--- src/common/e100_config.svh ---
////////////////////////////////////////
// E100 build-time sizes
// word width, address width and
// number of words in the memory
////////////////////////////////////////

`ifndef E100_CONFIG_SVH
`define E100_CONFIG_SVH

// data word
`define E100_WORD_WIDTH 32

// memory addressing, 1024 words
`define E100_ADDR_WIDTH 10
`define E100_MEM_DEPTH  1024

`endif

--- src/common/e100_pkg.sv ---
////////////////////////////////////////
// E100 shared types
//  word and address types
//  opcode encodings
//  four-word instruction struct
//  fetch and execute state encodings
////////////////////////////////////////

`include "e100_config.svh"

package e100_pkg;

    typedef logic [`E100_WORD_WIDTH-1:0] word_t;

    // low bits of a word select a memory location
    typedef logic [`E100_ADDR_WIDTH-1:0] addr_t;

    // reference encodings; 3, 4, 11, 12, 16, 17 are not supported
    typedef enum logic [`E100_WORD_WIDTH-1:0] {
        op_halt = 0,
        op_add  = 1,
        op_sub  = 2,
        op_cp   = 5,
        op_and  = 6,
        op_or   = 7,
        op_not  = 8,
        op_sl   = 9,
        op_sr   = 10,
        op_be   = 13,
        op_bne  = 14,
        op_blt  = 15
    } opcode_t;

    // opcode word kept raw so unknown codes survive the fetch
    typedef struct packed {
        word_t opcode;
        word_t arg1;
        word_t arg2;
        word_t arg3;
    } instr_t;

    typedef enum logic [1:0] {
        fetch_idle,
        fetch_read,
        fetch_wait_last,
        fetch_issue
    } fetch_state_t;

    typedef enum logic [2:0] {
        exec_idle,
        exec_read_a,
        exec_read_b,
        exec_compute,
        exec_write,
        exec_halted
    } exec_state_t;

endpackage

--- src/common/e100_mem_if.sv ---
////////////////////////////////////////
// requester to memory port
// single-cycle request strobe, read
// data one cycle later
////////////////////////////////////////

`timescale 1ns/1ns

interface e100_mem_if;
    import e100_pkg::*;

    logic  request;
    addr_t address;
    logic  write;
    word_t write_data;
    word_t read_data;

    modport requester (
        output request, address, write, write_data,
        input  read_data
    );

    modport memory (
        input  request, address, write, write_data,
        output read_data
    );

endinterface

--- src/e100_core/e100_fetch.sv ---
////////////////////////////////////////
// E100 fetch unit
//  instruction address register
//  four-word fetch sequence
//  instr_valid strobe to execute
////////////////////////////////////////

`timescale 1ns/1ns

module e100_fetch (
    input  logic             clock,
    input  logic             reset,
    input  logic             done,
    input  logic             branch_taken,
    input  e100_pkg::addr_t  branch_target,
    e100_mem_if.requester    mem,
    output logic             instr_valid,
    output e100_pkg::instr_t instr
);
    import e100_pkg::*;

    fetch_state_t state;
    addr_t        iar;
    logic [1:0]   word_count;
    logic         kick;
    instr_t       instr_q;

    // high through reset and in the first cycle after it
    always_ff @(posedge clock) begin
        kick <= reset;
    end

    ////////////////////////////////////////
    // sequence control
    ////////////////////////////////////////

    always_ff @(posedge clock) begin
        if (reset) begin
            state      <= fetch_idle;
            word_count <= '0;
            iar        <= '0;
        end else begin
            case (state)
                fetch_idle: begin
                    if (kick || done) begin
                        state <= fetch_read;
                    end
                end
                fetch_read: begin
                    // count wraps back to 0 after the arg3 read
                    word_count <= word_count + 2'd1;
                    if (word_count == 2'd3) begin
                        state <= fetch_wait_last;
                    end
                end
                fetch_wait_last: begin
                    state <= fetch_issue;
                end
                fetch_issue: begin
                    state <= fetch_idle;
                end
                default: begin
                    state <= fetch_idle;
                end
            endcase

            // next instruction address, in place before the reads start
            if (done) begin
                iar <= branch_taken ? branch_target : iar + addr_t'(4);
            end
        end
    end

    ////////////////////////////////////////
    // word capture
    ////////////////////////////////////////

    // each word lands one cycle after its read
    always_ff @(posedge clock) begin
        if (state == fetch_read && word_count != 2'd0) begin
            case (word_count)
                2'd1:    instr_q.opcode <= mem.read_data;
                2'd2:    instr_q.arg1   <= mem.read_data;
                default: instr_q.arg2   <= mem.read_data;
            endcase
        end else if (state == fetch_wait_last) begin
            instr_q.arg3 <= mem.read_data;
        end
    end

    assign mem.request    = (state == fetch_read);
    assign mem.address    = iar + addr_t'(word_count);
    assign mem.write      = 1'b0;
    assign mem.write_data = '0;

    assign instr_valid = (state == fetch_issue);
    assign instr       = instr_q;

    // execute finishes only while fetch is waiting on it
    a_done_when_idle: assert property (@(posedge clock) disable iff (reset)
        done |-> state == fetch_idle);

endmodule

--- src/flat_wrapper.sv ---
// flat-port wrapper written by rule: the top's interface ports become plain ports
module e100_fetch_flat import e100_pkg::*;
  (clock, reset, done, branch_taken, branch_target, instr_valid, instr, mem_request, mem_address, mem_write, mem_write_data, mem_read_data);
  e100_mem_if mem_i ();
  input  logic clock;
  input  logic reset;
  input  logic done;
  input  logic branch_taken;
  input  e100_pkg::addr_t branch_target;
  output logic instr_valid;
  output e100_pkg::instr_t instr;
  output wire logic [$bits(mem_i.request)-1:0] mem_request;
  output wire logic [$bits(mem_i.address)-1:0] mem_address;
  output wire logic [$bits(mem_i.write)-1:0] mem_write;
  output wire logic [$bits(mem_i.write_data)-1:0] mem_write_data;
  input wire logic [$bits(mem_i.read_data)-1:0] mem_read_data;
  assign mem_request = mem_i.request;
  assign mem_address = mem_i.address;
  assign mem_write = mem_i.write;
  assign mem_write_data = mem_i.write_data;
  assign mem_i.read_data = mem_read_data;
  e100_fetch u_core (.clock(clock), .reset(reset), .done(done), .branch_taken(branch_taken), .branch_target(branch_target), .mem(mem_i), .instr_valid(instr_valid), .instr(instr));
endmodule
--- config.mk ---
export PLATFORM = sky130hd
export DESIGN_NAME = e100_fetch_flat
export DESIGN_NICKNAME = d
export VERILOG_FILES = /design/src/common/e100_pkg.sv /design/src/common/e100_mem_if.sv /design/src/e100_core/e100_fetch.sv /design/src/flat_wrapper.sv
export VERILOG_INCLUDE_DIRS = /design/src /design/src/common
export SDC_FILE = /design/constraint.sdc
export NUM_CORES = 1
export LEC_CHECK = 0
export ABC_AREA = 1
export BUFFER_PORTS_ARGS = -buffer_cell sky130_fd_sc_hd__buf_2
export CORE_MARGIN = 10
export CORE_UTILIZATION = 45
export DETAILED_ROUTE_END_ITERATION = 10
export PLACE_DENSITY = 0.76
export SLEW_MARGIN = 20
export SYNTH_ARGS = -nofsm -noshare
export SYNTH_HDL_FRONTEND = slang
export SYNTH_SLANG_ARGS = --single-unit
--- constraint.sdc ---
create_clock -name clock -period 6.2 [get_ports clock]
set_clock_uncertainty 0.05 [all_clocks]
set_input_delay 0.62 -clock clock [delete_from_list [all_inputs] [get_ports clock]]
set_output_delay 0.62 -clock clock [all_outputs]
set_load 0.05 [all_outputs]
# Yosys cells after proc, flatten, opt, wreduce, memory -nomap -nowiden
# Index checks and enable logic that the tools add are counted.
[totals]
regBits = 143
in_bits = 46
out_inout_bits = 173
wordCells = 35
[op_classes]
n_addsub = 3
eq_ne = 8
mux = 4
n_bitwise = 2
reduce_logical = 10
[ops]
columns = ["cell", "n"]
rows = [
  ["$add A10 B2 Y10", 1],
  ["$add A10 B3 Y10 const B", 1],
  ["$mux W10", 1],
  ["$reduce_and A2 Y1", 5],
  ["$eq A2 B2 Y1 const B", 4],
  ["$pmux W2 S4", 1],
  ["$eq A2 B1 Y1 const B", 2],
  ["$mux W2", 2],
  ["$ne A2 B1 Y1 const B", 2],
  ["$add A2 B1 Y2 const B", 1],
  ["$logic_not A2 Y1", 1],
  ["$not A1 Y1", 2],
  ["$reduce_bool A2 Y1", 1],
  ["$reduce_or A2 Y1", 1],
  ["$logic_and A1 B1 Y1", 1],
  ["$logic_or A1 B1 Y1", 1],
]

# Longest topological paths before layout
[depth]
ltp_word = 4
ltp_mapped = 7

# Worst setup path before layout
# Ideal clock, no wire load.
[synth_timing]
path_kind = "register to register"
start = "reg u_core.state[1]"
end = "reg u_core.instr_q (netlist bit u_core.instr[64]), enable pin"
arrival_time_ns = 2.742
t_required_ns = 5.729
path_slack_ns = 2.987
stages_incl_launch_ff = 6
path_buffers = 0
cell_sequence = "dfxtp_1 > inv_1 > ha_1 > inv_1 > or2_2 > nor2_1"
[synth_between]
elab_chain_len = 3
[synth_lines]
columns = ["element", "line_no", "text"]
rows = [
  ["start, declared", "e100_fetch.sv:22", "fetch_state_t state;"],
  ["start signal, assigned", "e100_fetch.sv:39", "state <= fetch_idle;"],
  ["start signal, assigned", "e100_fetch.sv:46", "state <= fetch_read;"],
  ["start signal, assigned", "e100_fetch.sv:53", "state <= fetch_wait_last;"],
  ["$eq A2 B1 Y1", "--", ""],
  ["via mem_request", "flat_wrapper.sv:12", "output wire logic [$bits(mem_i.request)-1:0] mem_request;"],
  ["$logic_and A1 B1 Y1", "e100_fetch.sv:80", "if (state == fetch_read && word_count != 2'd0) begin"],
  ["$reduce_and A2 Y1 (no line)", "--", ""],
  ["end, declared", "e100_fetch.sv:26", "instr_t instr_q;"],
]
# The timed path passes the listed nets, and every way through them passes these cells.
# A chain may end at the register's enable or synchronous reset.

# Final worst setup path
[layout_timing]
start = "reg u_core.word_count[1]"
end = "out mem_address[5]"
[layout_between]
elab_chain_len = 1
[layout_lines]
columns = ["element", "line_no", "text"]
rows = [
  ["start, declared", "e100_fetch.sv:24", "logic [1:0] word_count;"],
  ["start signal, assigned", "e100_fetch.sv:51", "word_count <= word_count + 2'd1;"],
  ["$add A10 B2 Y10", "e100_fetch.sv:92", "assign mem.address = iar + addr_t'(word_count);"],
  ["end, declared", "flat_wrapper.sv:13", "output wire logic [$bits(mem_i.address)-1:0] mem_address;"],
]
# No other way between the ends.

==> flow_summary.yaml <==
outcome:
  outcome: "finished clean"
drt:
  viasPerCell: 4.71
  wl_um: 12300
  ant_nets: 0
  wl_per_cell_um: 18.6
  drc: 0
  drtIter0Drc: 229
  dr_total_vias: 3116
  firstDrtPassIters: 5
clock_tree:
  h-tree-depth: 4
  cts_sinks: 143
  clk_latency_ps: 400
  numCtsBuffers: 17
  root_buffer: "clkbuf_16"
  clk_pin_slew_ps: 70
  postCtsSetupBuffers: 0
  cts_tree: "built"
  cts_max_path_buffers: 2
  cts_hold_buffers: 0
  cts.repair.resized: 0
floorplan:
  boundaryPins: 219
  die_area_mm2: 0.0160
  die_y_um: 127
  fp.dieW_um: 127
  start_util: 0.466
  num_rows: 38
  core_area_mm2: 0.0110
sta:
  setup-violations-final: 0
  min_period_over_period: 0.435
  whs_ps: 382
  relSlewSlack: 0.322
  hold_viol_final: 0
  fin_crit_ps: 2700
  clock.fmax_mhz: 371
  setup-tns-final_ps: 0
  rsz0062_at_grt: "false"
  finalMaxSlewViolations: 0
  worstMarginPinSlew_ps: 1010
global_routing:
  grt_use_total: 0.148
  grt_max_degree: 34
  grt_pass1_vias: 3341
  antenna_found_initial: 1
  grt-ovfl-total: 0
  grt_pass1_wl_um: 18500
logic_synthesis:
  yosys.cell_types.count: 24
  synthTopCellsByCount: "edfxtp_1 (128), buf_4 (33), inv_1 (21), nand2_1 (19), nor2_1 (19)"
  synth_area_leader_cell: "edfxtp_1"
  synth_area_leaders: "edfxtp_1 (75%), dfxtp_1 (5.9%), buf_4 (4.8%), ha_1 (2.9%), inv_1 (1.5%)"
  syn_avg_cell_area_um2: 16.8
  ys_seq_area_frac: 0.810
  async_reset_ff_frac: 0
  syn_inst: 305
  netlist_area_mm2: 0.00511
  synth-edff-count: 128
  synth_most_common_cell: "edfxtp_1"
  yosys.area.top_type_share: 0.751
  yosysWarningCount: 0
  ys.flop_type: "edfxtp_1"
  ys_ff_latch: 143
worst_hold_path:
  min_path_type: "in2reg"
critical_path:
  rrSetupSlack_ps: 3840
  critical_path_class: "reg2out"
  crit_chain: "ha_1, a21oi_1, nor2_1, xor2_1, buf_2"
  critPathLaunchType: "flip-flop"
  endpoint_kind: "primary output"
  cp.required_ps: 5530
  crit_slowest_cell: "dfxtp_1"
  max_stage_delay_ps: 440
  arrival_ps: 2030
  worstPathMaxFanout: 5
layout:
  fillCellCount: 843
  fin_area_mm2: 0.00669
  multi_input_area_um2: 781
  antennaDiodeCount: 0
  final_nets: 567
  register_area_mm2: 0.00414
  drive_gt1_frac: 0.440
  synthToLayoutAreaGrowth_pct: 30.7
job:
  cap_violations: 0
placed_design:
  dpl.hpwl_um: 9160
  portBuffers: 185
  place_congestion: 0.887
  placed_area_mm2: 0.00611
power_and_ir_drop:
  p_leak_uw: 0.00276
  ir_drop_mv: 0.231
  power_density_mw_per_mm2: 438
-- cell type report --
type / instances / area share
sequential: 143 / 0.620
timing repair buffer: 185 / 0.138
multi-input combinational: 138 / 0.117
clock buffer: 17 / 0.0636
tap: 140 / 0.0262
clock inverter: 15 / 0.0223
inverter: 23 / 0.0131
-- cells by family after synthesis --
| logic type | count (synthesis) | share of synthesized area |
|---|---|---|
| fa+ha+maj | 13 | 0.0333 |
| simple gates | 55 | 0.0470 |
| xor+xnor | 7 | 0.0120 |
| compound gates | 30 | 0.0313 |
| flops | 143 | 0.810 |
| buf+inv | 56 | 0.0656 |
| other cells | 1 | 0.000733 |
-- routing by layer --
layer  GRT usage  share of wire
met1       0.162           0.39
met2       0.248           0.48
met3      0.0716           0.11
met4      0.0455          0.011
met5           0         0.0011
-- worst max-delay path, delay by kind of cell, from the launching register on --
kind | cells | cell delay (ps)
XOR/XNOR | 1 | 150
AO/OA/AOI/OAI | 1 | 370
flip-flops | 1 | 440
buffers and inverters | 1 | 290
AND/OR/NAND/NOR | 1 | 100
adder cells (fa/ha/maj) | 1 | 270
-- worst paths after layout --
check / depth (start not counted) / to / start
setup / recovery: 5 / mem_address[5] / u_core.word_count[1]$_SDFFE_PP0P_
hold / removal: 1 / u_core.instr[0]$_DFFE_PP_ / mem_read_data[0]
setup reg to reg: 5 / u_core.instr[116]$_DFFE_PP_ / u_core.state[1]$_SDFFE_PP0P_
hold reg to reg: 2 / u_core.iar[0]$_SDFFE_PP0P_ / u_core.iar[0]$_SDFFE_PP0P_
-- power by group --
group / total [uW] / internal [uW] / switching, uW / leakage (uW)
clock: 965 / 564 / 400 / 0.000276
sequential: 1240 / 1190 / 42.6 / 0.00129
combinational: 728 / 119 / 608 / 0.00120
total: 2930 / 1880 / 1050 / 0.00276
-- flip-flops by register name (all words and copies together) (netlist names) --
register	count
u_core.instr	128
u_core.word_count	2
u_core.iar	10
u_core.state	2
u_core.kick	1
-- through the flow --
stage / util / total power (uW) / cells / setup WS, ps
floorplan: - / 1810 / 337 / 2990
detailed placement: 0.557 / 1990 / 629 / 3840
global route: 0.609 / 3050 / 661 / 3330
CTS: 0.609 / 2950 / 661 / 3490
global placement: 0.557 / 1970 / 629 / 3940
finish: 0.609 / 2930 / 661 / 3500
-- layout by cell type, fill, tap and decap left out --
cell,netlist,final
o21ai_1,1,1
ha_2,0,1
inv_2,1,1
o21ai_0,14,14
buf_2,0,185
xor2_1,7,7
clkinv_4,0,2
o21bai_1,1,1
clkinvlp_4,0,3
a21oi_1,11,11
inv_1,21,21
bufinv_16,0,1
ha_1,12,11
nand2_2,2,2
clkinv_2,1,3
fa_1,1,1
o211ai_1,2,2
conb_1,1,33
nor2_4,1,4
or2_2,1,1
nand3_1,9,9
edfxtp_1,128,128
inv_6,0,4
nand2_1,19,19
nor3_1,2,2
nor2_1,19,16
dfxtp_1,15,15
clkbuf_16,0,17
inv_8,0,3
a211oi_1,1,1
nor2_2,2,2
(Power assumes the default switching activity.)
