**config.mk**
```make
export PLATFORM = sky130hd
export DESIGN_NAME = e100_execute_flat
export DESIGN_NICKNAME = d
export VERILOG_FILES = /design/src/common/e100_pkg.sv /design/src/common/e100_mem_if.sv /design/src/e100_core/e100_execute.sv /design/src/flat_wrapper.sv
export VERILOG_INCLUDE_DIRS = /design/src /design/src/common
export SDC_FILE = /design/constraint.sdc
export NUM_CORES = 1
export LEC_CHECK = 0
export BUFFER_PORTS_ARGS = -buffer_cell sky130_fd_sc_hd__buf_2
export CAP_MARGIN = 20
export CORE_MARGIN = 2
export CORE_UTILIZATION = 40
export CTS_CLUSTER_DIAMETER = 200
export DETAILED_ROUTE_END_ITERATION = 8
export HOLD_SLACK_MARGIN = 0.06
export SETUP_SLACK_MARGIN = 0.15
export SYNTH_ARGS = -nofsm -noshare
export SYNTH_HDL_FRONTEND = slang
export SYNTH_SLANG_ARGS = --single-unit
```
**constraint.sdc**
```tcl
create_clock -name clock -period 30.9 [get_ports clock]
set_clock_uncertainty 0.05 [all_clocks]
set_input_delay 7.725 -clock clock [delete_from_list [all_inputs] [get_ports clock]]
set_output_delay 7.725 -clock clock [all_outputs]
set_load 0.01 [all_outputs]
```
**src/common/e100_config.svh**
```systemverilog
////////////////////////////////////////
// E100 build-time sizes
// word width, address width and
// number of words in the memory
////////////////////////////////////////

`ifndef E100_CONFIG_SVH
`define E100_CONFIG_SVH

// data word
`define E100_WORD_WIDTH 32

// memory addressing, 1024 words
`define E100_ADDR_WIDTH 10
`define E100_MEM_DEPTH  1024

`endif

```
**src/common/e100_pkg.sv**
```systemverilog
////////////////////////////////////////
// E100 shared types
//  word and address types
//  opcode encodings
//  four-word instruction struct
//  fetch and execute state encodings
////////////////////////////////////////

`include "e100_config.svh"

package e100_pkg;

    typedef logic [`E100_WORD_WIDTH-1:0] word_t;

    // low bits of a word select a memory location
    typedef logic [`E100_ADDR_WIDTH-1:0] addr_t;

    // reference encodings; 3, 4, 11, 12, 16, 17 are not supported
    typedef enum logic [`E100_WORD_WIDTH-1:0] {
        op_halt = 0,
        op_add  = 1,
        op_sub  = 2,
        op_cp   = 5,
        op_and  = 6,
        op_or   = 7,
        op_not  = 8,
        op_sl   = 9,
        op_sr   = 10,
        op_be   = 13,
        op_bne  = 14,
        op_blt  = 15
    } opcode_t;

    // opcode word kept raw so unknown codes survive the fetch
    typedef struct packed {
        word_t opcode;
        word_t arg1;
        word_t arg2;
        word_t arg3;
    } instr_t;

    typedef enum logic [1:0] {
        fetch_idle,
        fetch_read,
        fetch_wait_last,
        fetch_issue
    } fetch_state_t;

    typedef enum logic [2:0] {
        exec_idle,
        exec_read_a,
        exec_read_b,
        exec_compute,
        exec_write,
        exec_halted
    } exec_state_t;

endpackage

```
**src/common/e100_mem_if.sv**
```systemverilog
////////////////////////////////////////
// requester to memory port
// single-cycle request strobe, read
// data one cycle later
////////////////////////////////////////

`timescale 1ns/1ns

interface e100_mem_if;
    import e100_pkg::*;

    logic  request;
    addr_t address;
    logic  write;
    word_t write_data;
    word_t read_data;

    modport requester (
        output request, address, write, write_data,
        input  read_data
    );

    modport memory (
        input  request, address, write, write_data,
        output read_data
    );

endinterface

```
**src/e100_core/e100_execute.sv**
```systemverilog
////////////////////////////////////////
// E100 execute unit
//  opcode decode and execute FSM
//  operand registers and result logic
//  branch decision and halt
////////////////////////////////////////

`timescale 1ns/1ns

module e100_execute (
    input  logic             clock,
    input  logic             reset,
    input  logic             instr_valid,
    input  e100_pkg::instr_t instr,
    e100_mem_if.requester    mem,
    output logic             done,
    output logic             branch_taken,
    output e100_pkg::addr_t  branch_target,
    output logic             halted
);
    import e100_pkg::*;

    exec_state_t state;
    instr_t      instr_q;
    word_t       op1;
    word_t       op2;
    opcode_t     op;
    opcode_t     new_op;
    word_t       result;
    logic        take;

    ////////////////////////////////////////
    // opcode classes
    ////////////////////////////////////////

    // needs mem[arg3] as a second operand
    function automatic logic uses_op2(opcode_t code);
        case (code)
            op_add, op_sub, op_and, op_or, op_sl, op_sr: return 1'b1;
            op_be, op_bne, op_blt:                       return 1'b1;
            default:                                     return 1'b0;
        endcase
    endfunction

    // result goes back to mem[arg1]
    function automatic logic writes_mem(opcode_t code);
        case (code)
            op_add, op_sub, op_cp, op_and, op_or: return 1'b1;
            op_not, op_sl, op_sr:                 return 1'b1;
            default:                              return 1'b0;
        endcase
    endfunction

    function automatic logic is_branch(opcode_t code);
        return (code == op_be) || (code == op_bne) || (code == op_blt);
    endfunction

    assign op     = opcode_t'(instr_q.opcode);
    assign new_op = opcode_t'(instr.opcode);

    ////////////////////////////////////////
    // FSM
    ////////////////////////////////////////

    always_ff @(posedge clock) begin
        if (reset) begin
            state <= exec_idle;
        end else begin
            case (state)
                exec_idle: begin
                    if (instr_valid) begin
                        if (new_op == op_halt) begin
                            state <= exec_halted;
                        end else if (writes_mem(new_op) || is_branch(new_op)) begin
                            state <= exec_read_a;
                        end else begin
                            // unknown opcode, straight to done as a no-op
                            state <= exec_write;
                        end
                    end
                end
                exec_read_a: begin
                    state <= exec_read_b;
                end
                exec_read_b: begin
                    state <= uses_op2(op) ? exec_compute : exec_write;
                end
                exec_compute: begin
                    state <= exec_write;
                end
                exec_write: begin
                    state <= exec_idle;
                end
                exec_halted: begin
                    state <= exec_halted;
                end
                default: begin
                    state <= exec_idle;
                end
            endcase
        end
    end

    // instruction and operands, loaded as the read data comes back
    always_ff @(posedge clock) begin
        if (state == exec_idle && instr_valid) begin
            instr_q <= instr;
        end
        if (state == exec_read_b) begin
            op1 <= mem.read_data;
        end
        if (state == exec_compute) begin
            op2 <= mem.read_data;
        end
    end

    ////////////////////////////////////////
    // result and branch decision
    ////////////////////////////////////////

    always_comb begin
        case (op)
            op_add:  result = op1 + op2;
            op_sub:  result = op1 - op2;
            op_and:  result = op1 & op2;
            op_or:   result = op1 | op2;
            op_not:  result = ~op1;
            // shift counts of 32 or more give zero
            op_sl:   result = op1 << op2;
            op_sr:   result = op1 >> op2;
            default: result = op1;
        endcase

        // blt is an unsigned compare
        case (op)
            op_be:   take = (op1 == op2);
            op_bne:  take = (op1 != op2);
            op_blt:  take = (op1 < op2);
            default: take = 1'b0;
        endcase
    end

    always_comb begin
        case (state)
            exec_read_a: mem.address = addr_t'(instr_q.arg2);
            exec_read_b: mem.address = addr_t'(instr_q.arg3);
            default:     mem.address = addr_t'(instr_q.arg1);
        endcase
    end

    assign mem.request = (state == exec_read_a) ||
                         (state == exec_read_b && uses_op2(op)) ||
                         (state == exec_write && writes_mem(op));
    assign mem.write      = (state == exec_write);
    assign mem.write_data = result;

    assign done          = (state == exec_write);
    assign branch_taken  = done && is_branch(op) && take;
    assign branch_target = addr_t'(instr_q.arg1);
    assign halted        = (state == exec_halted);

    // fetch hands over a new instruction only once the last one is done
    a_valid_when_idle: assert property (@(posedge clock) disable iff (reset)
        instr_valid |-> state == exec_idle);

endmodule

```
**src/flat_wrapper.sv**
```systemverilog
// flat-port wrapper written by rule: the top's interface ports become plain ports
module e100_execute_flat import e100_pkg::*;
  (clock, reset, instr_valid, instr, done, branch_taken, branch_target, halted, mem_request, mem_address, mem_write, mem_write_data, mem_read_data);
  e100_mem_if mem_i ();
  input  logic clock;
  input  logic reset;
  input  logic instr_valid;
  input  e100_pkg::instr_t instr;
  output logic done;
  output logic branch_taken;
  output e100_pkg::addr_t branch_target;
  output logic halted;
  output wire logic [$bits(mem_i.request)-1:0] mem_request;
  output wire logic [$bits(mem_i.address)-1:0] mem_address;
  output wire logic [$bits(mem_i.write)-1:0] mem_write;
  output wire logic [$bits(mem_i.write_data)-1:0] mem_write_data;
  input wire logic [$bits(mem_i.read_data)-1:0] mem_read_data;
  assign mem_request = mem_i.request;
  assign mem_address = mem_i.address;
  assign mem_write = mem_i.write;
  assign mem_write_data = mem_i.write_data;
  assign mem_i.read_data = mem_read_data;
  e100_execute u_core (.clock(clock), .reset(reset), .instr_valid(instr_valid), .instr(instr), .mem(mem_i), .done(done), .branch_taken(branch_taken), .branch_target(branch_target), .halted(halted));
endmodule
```
### Yosys cells after proc, flatten, opt, wreduce, memory -nomap -nowiden

Memories as Yosys holds them, arrays and structs flattened. A register that Yosys moved wholly into a read port is not among the register bits.
Index checks and enable logic that the tools add are counted.

* register bits after elaboration: 129
* ROM bits: 64
* bits of input ports: 163
* output and inout bits: 57
* logic and storage cells: 77
* memories kept: 4

* add/subtract/negate cells: 2
* order comparisons: 1
* eq/ne operators: 21
* shift operators: 2
* muxes and demuxes: 21
* bitwise operators: 3
* reduce and logical (&&, ||, !) cells: 16

Memories
* (name not given): depth 16, bits a word 1, rd ports 1, clocked after memory_dff 1, write ports 0, RTL line e100_execute.sv:47 `case (code)`
* (name not given): depth 16, bits a word 1, rd ports 1, clocked after memory_dff 1, write ports 0, RTL line e100_execute.sv:38 `case (code)`
* (name not given): depth 16, bits a word 1, rd ports 1, clocked after memory_dff 0, write ports 0, RTL line e100_execute.sv:47
* (name not given): depth 16, bits a word 1, rd ports 1, clocked after memory_dff 1, write ports 0, RTL line e100_execute.sv:38

Operators by type and width (count)
* $eq 32x4->1 const B: 9
* $pmux 32 s7: 1
* $eq 32x3->1 const B: 2
* $logic_not 28->1: 2
* $add 32x32->32: 1
* $and 32x32->32: 1
* $eq 32x1->1 const B: 1
* $eq 32x2->1 const B: 1
* $eq 32x32->1: 1
* $logic_not 32->1: 1
* $lt 32x32->1: 1
* $ne 32x32->1: 1
* $not 32->32: 1
* $or 32x32->32: 1
* $shl 32x32->32: 1
* $shr 32x32->32: 1
* $sub 32x32->32: 1
* $pmux 10 s2: 1
* $pmux 3 s5: 1
* $mux 3: 4
* $mux 4: 3
* $mux 1: 10
* $logic_or 1x1->1: 7
* $eq 3x2->1 const B: 2
* 6 further kinds: 11

### Depth between registers and ports, before layout

* depth after elaboration: 11
* mapped depth: 17

### Least setup slack after synthesis

No wires, ideal clock.

* path kind: input-to-reg
* from: input port instr_valid
* to: register with a tool-made name
* library setup time: 0.134 ns
* arrival time: 16.089 ns
* setup slack: 14.627 ns
* stages: 5
* cell sequence: nor4b_1 > mux2i_1 > ha_1 > o211ai_1 > o31ai_1

RTL lines
* start, declared: RTL line flat_wrapper.sv:7 `input logic instr_valid;`

### Worst setup path in the final report

* from: register u_core.op2[2]
* to: output port mem_write_data[28]

* cells in the longest elaborated chain, start to end: 2

Ends and longest elaborated chain
* start, declared: RTL line e100_execute.sv:26 `word_t op2;`
* start signal, assigned: RTL line e100_execute.sv:113 `op2 <= mem.read_data;`
* $sub 32x32->32 (tied with other cells): RTL line e100_execute.sv:124 `op_sub: result = op1 - op2;`
* $pmux 32 s7 *: RTL line e100_execute.sv:122 `case (op)`
* end, declared: RTL line flat_wrapper.sv:16 `output wire logic [$bits(mem_i.write_data)-1:0] mem_write_data;`

Every way passes the cells marked *; elsewhere a longest branch is shown, timed or not.

==> impl_metrics.ini <==
[clocking]
ctsResizeCount = 0
cts_sinks = 131
clkTransAtPathRegs_ns = 0.07
post_cts_buffers = 0
cts_buffers = 17
cts-hold-fix-buffers = 0
htreeDepth = 4
cts_tree = done
clock_latency_ns = 0.44
clk_path_buf_depth = 2
cts-root-buf = clkbuf_16

[worst_setup_path]
critPathLaunchType = flip-flop
crit_slowest_cell = buf_4
slowest_delay_ns = 0.63
worstSetupPathType = reg -> out
critPathCaptureType = primary output
crit_path_cell_trace = buf_4, inv_1, buf_4, ha_1, o21ba_1, or4_1, a21oi_1, nor2_1, a21oi_1, a21boi_1, o31ai_1, and4_1, o32a_1, buf_2
cp.required_ns = 23.13
worst-path-buf-inv = 4
cp.arrival_ns = 5.06
path_delay_family = compound AO/OA/AOI/OAI gates
path_max_fanout = 71

[min_path]
hold_path_class = reg -> reg

[job]
maxCapViolCount = 0

[final_layout]
antenna_cells = 0
fillCellCount = 3352
register_area_sq_mm = 0.00388
final_cell_mix = 181 x nand2_1, 170 x a21oi_1, 161 x nor2_1
final_common_cell = nand2_1
final_nets = 2062
multi_input_area_sq_mm = 0.00922
drive_gt1_share_pct = 15.6
area_delta_synth_final_pct = 11.4

[timing]
fin_crit_sh_pct = 41.5
final.setup.tns_ns = 0
relSlewSlack_pct = 23.3
rsz0062_at_grt = no
hold_viol = 0
finalSetupViolCount = 0
min_period_ns = 12.84
tightest_slew_ns = 1.14
fmax_mhz = 77.9
slew_violations = 0

[place]
hpwl_microns = 38500
gp_congestion = 0.961
io_buffers = 153

[logic_synthesis]
syn_area_per_cell_sq_um = 8.19
syn_inst = 1721
synthMuxAreaShare_pct = 10.4
synth_warnings = 0
async_flop_share_pct = 0
synthAdderAreaFrac_pct = 10.9
synth_compound_area_share_pct = 25.9
synth_xor_area_share_pct = 0.497
yosys.area_share.simple_pct = 17.4
ys_seq_elements = 131
syn-num-nets = 2006
synth_edf_count = 126
ys_seq_area_share_pct = 27.5
synth.distinct_cells = 85
synth_top_family_by_area = compound AO/OA/AOI/OAI gates
synth_ff_type = edfxtp_1
netlist_area_sq_mm = 0.0141

[routing]
drtPass1Iterations = 6
ant_nets = 0
drt_iter0_drc = 1793
post_drt_wl_per_cell_microns = 23.6
vias = 14300
drc_errors = 0
drt_wl_total_microns = 52900
vias_per_cell = 6.36

[global_routing]
antenna_found_initial = 4
grt_pass1_vias = 13500
grt_pass1_wl_microns = 80100
grtUsageTotal_pct = 28.6
gr-total-overflow = 0
grt_max_degree = 72

[die]
fp.dieArea_sq_mm = 0.0368
fp-row-count = 68
die_w_microns = 192
num_io_pins = 220
die_height_microns = 192
core_area_sq_mm = 0.0346
start_util_pct = 40.7

[power]
vdd_drop_max_mv = 0.0310
power_uw = 448
p_leak_uw = 0.00629
power.density_mw_per_mm2 = 28.5

[outcome]
status = completed
worst reg2reg max path, cell delays in order, from the launching register on:
cell and delay (ns):
edfxtp_1 0.36, nor4_1 0.59, nand3_1 0.42, nor2_1 0.67, nand2_1 0.11, nand2_1 0.09, o31ai_1 0.09, o22a_1 0.20
nor2_1 0.08, a2111oi_0 0.06
registers in the layout (all words and copies together) (netlist names), named ones only:
register              flops
u_core.state              3
u_core.op                32
u_core.instr_q           20
u_core.branch_target     10
u_core.op2               32
u_core.op1               32
cell type report:
class / instances / area share [%]
clock buffer: 17 / 2.71
tap: 455 / 3.62
inverter: 106 / 2.53
timing repair buffer: 182 / 6.39
clock inverter: 15 / 1.33
sequential: 131 / 24.7
multi-input combinational: 1339 / 58.7
path summary, 6_finish.rpt:
path	startpoint	to	slack (ns)	cells past startpoint
hold reg to reg	flip-flop	u_core.state[1]$_SDFFE_PP0P_	0.59	3
setup reg to reg	u_core.op[19]$_DFFE_PP_	u_core.state[2]$_SDFFE_PP0P_	28.01	9
hold / removal	flip-flop	u_core.state[1]$_SDFFE_PP0P_	0.59	3
setup / recovery	u_core.op2[2]$_DFFE_PN_	mem_write_data[28]	18.06	14
report_power, final:
part / switching (uW) / internal, uW / total, uW / leakage [uW]
Clock: 97.7 / 125 / 223 / 0.000311
Combinational: 11.5 / 9.42 / 21.0 / 0.00476
Sequential: 3.67 / 201 / 205 / 0.00121
Total: 113 / 335 / 448 / 0.00629
logic make-up after synthesis:
group           count (synthesis)
compound gates                570
simple gates                  532
buf+inv                       251
flops                         131
fa+ha+maj                     122
mux                           107
xor+xnor                        8
stage by stage:
step / setup slack, ns / cell area, sq um / hold slack (ns) / std cells / utilization [%]
finish: 18.06 / 15700 / 0.592 / 2245 / 45.4
global route: 17.84 / 15700 / 0.653 / 2245 / 45.4
CTS: 18.13 / 15700 / 0.593 / 2244 / 45.3
detailed placement: 18.62 / 15000 / 0.588 / 2212 / 43.4
global placement: 18.64 / 15000 / 0.582 / 2212 / 43.4
floorplan: 14.63 / 14100 / 0.546 / 1721 / -
metal layers:
metal / part of all wire, % / track usage (%) / wire (microns)
met1: 42 / 39.2 / 22400
met2: 45 / 44.2 / 23600
met3: 9.7 / 5.96 / 5110
met4: 3.3 / 10.7 / 1760
met5: 0.055 / 0 / 29
synthesized netlist by cell type, types with 21 or more instances:
master,count,area [sq um]
nand2_1,181,679
a21oi_1,170,851
nor2_1,161,604
edfxtp_1,126,3780
o21ai_0,123,616
ha_1,120,1500
inv_1,104,390
clkbuf_1,97,364
mux2i_1,68,681
nand3_1,40,200
nor4_1,35,219
mux4_2,31,698
nor3_1,29,145
a221oi_1,28,245
o211ai_1,24,180
a211oi_1,23,173
o22ai_1,23,144
a31oi_1,21,131
buf_2,21,105
No activity file was read; power rests on OpenSTA's default activity.
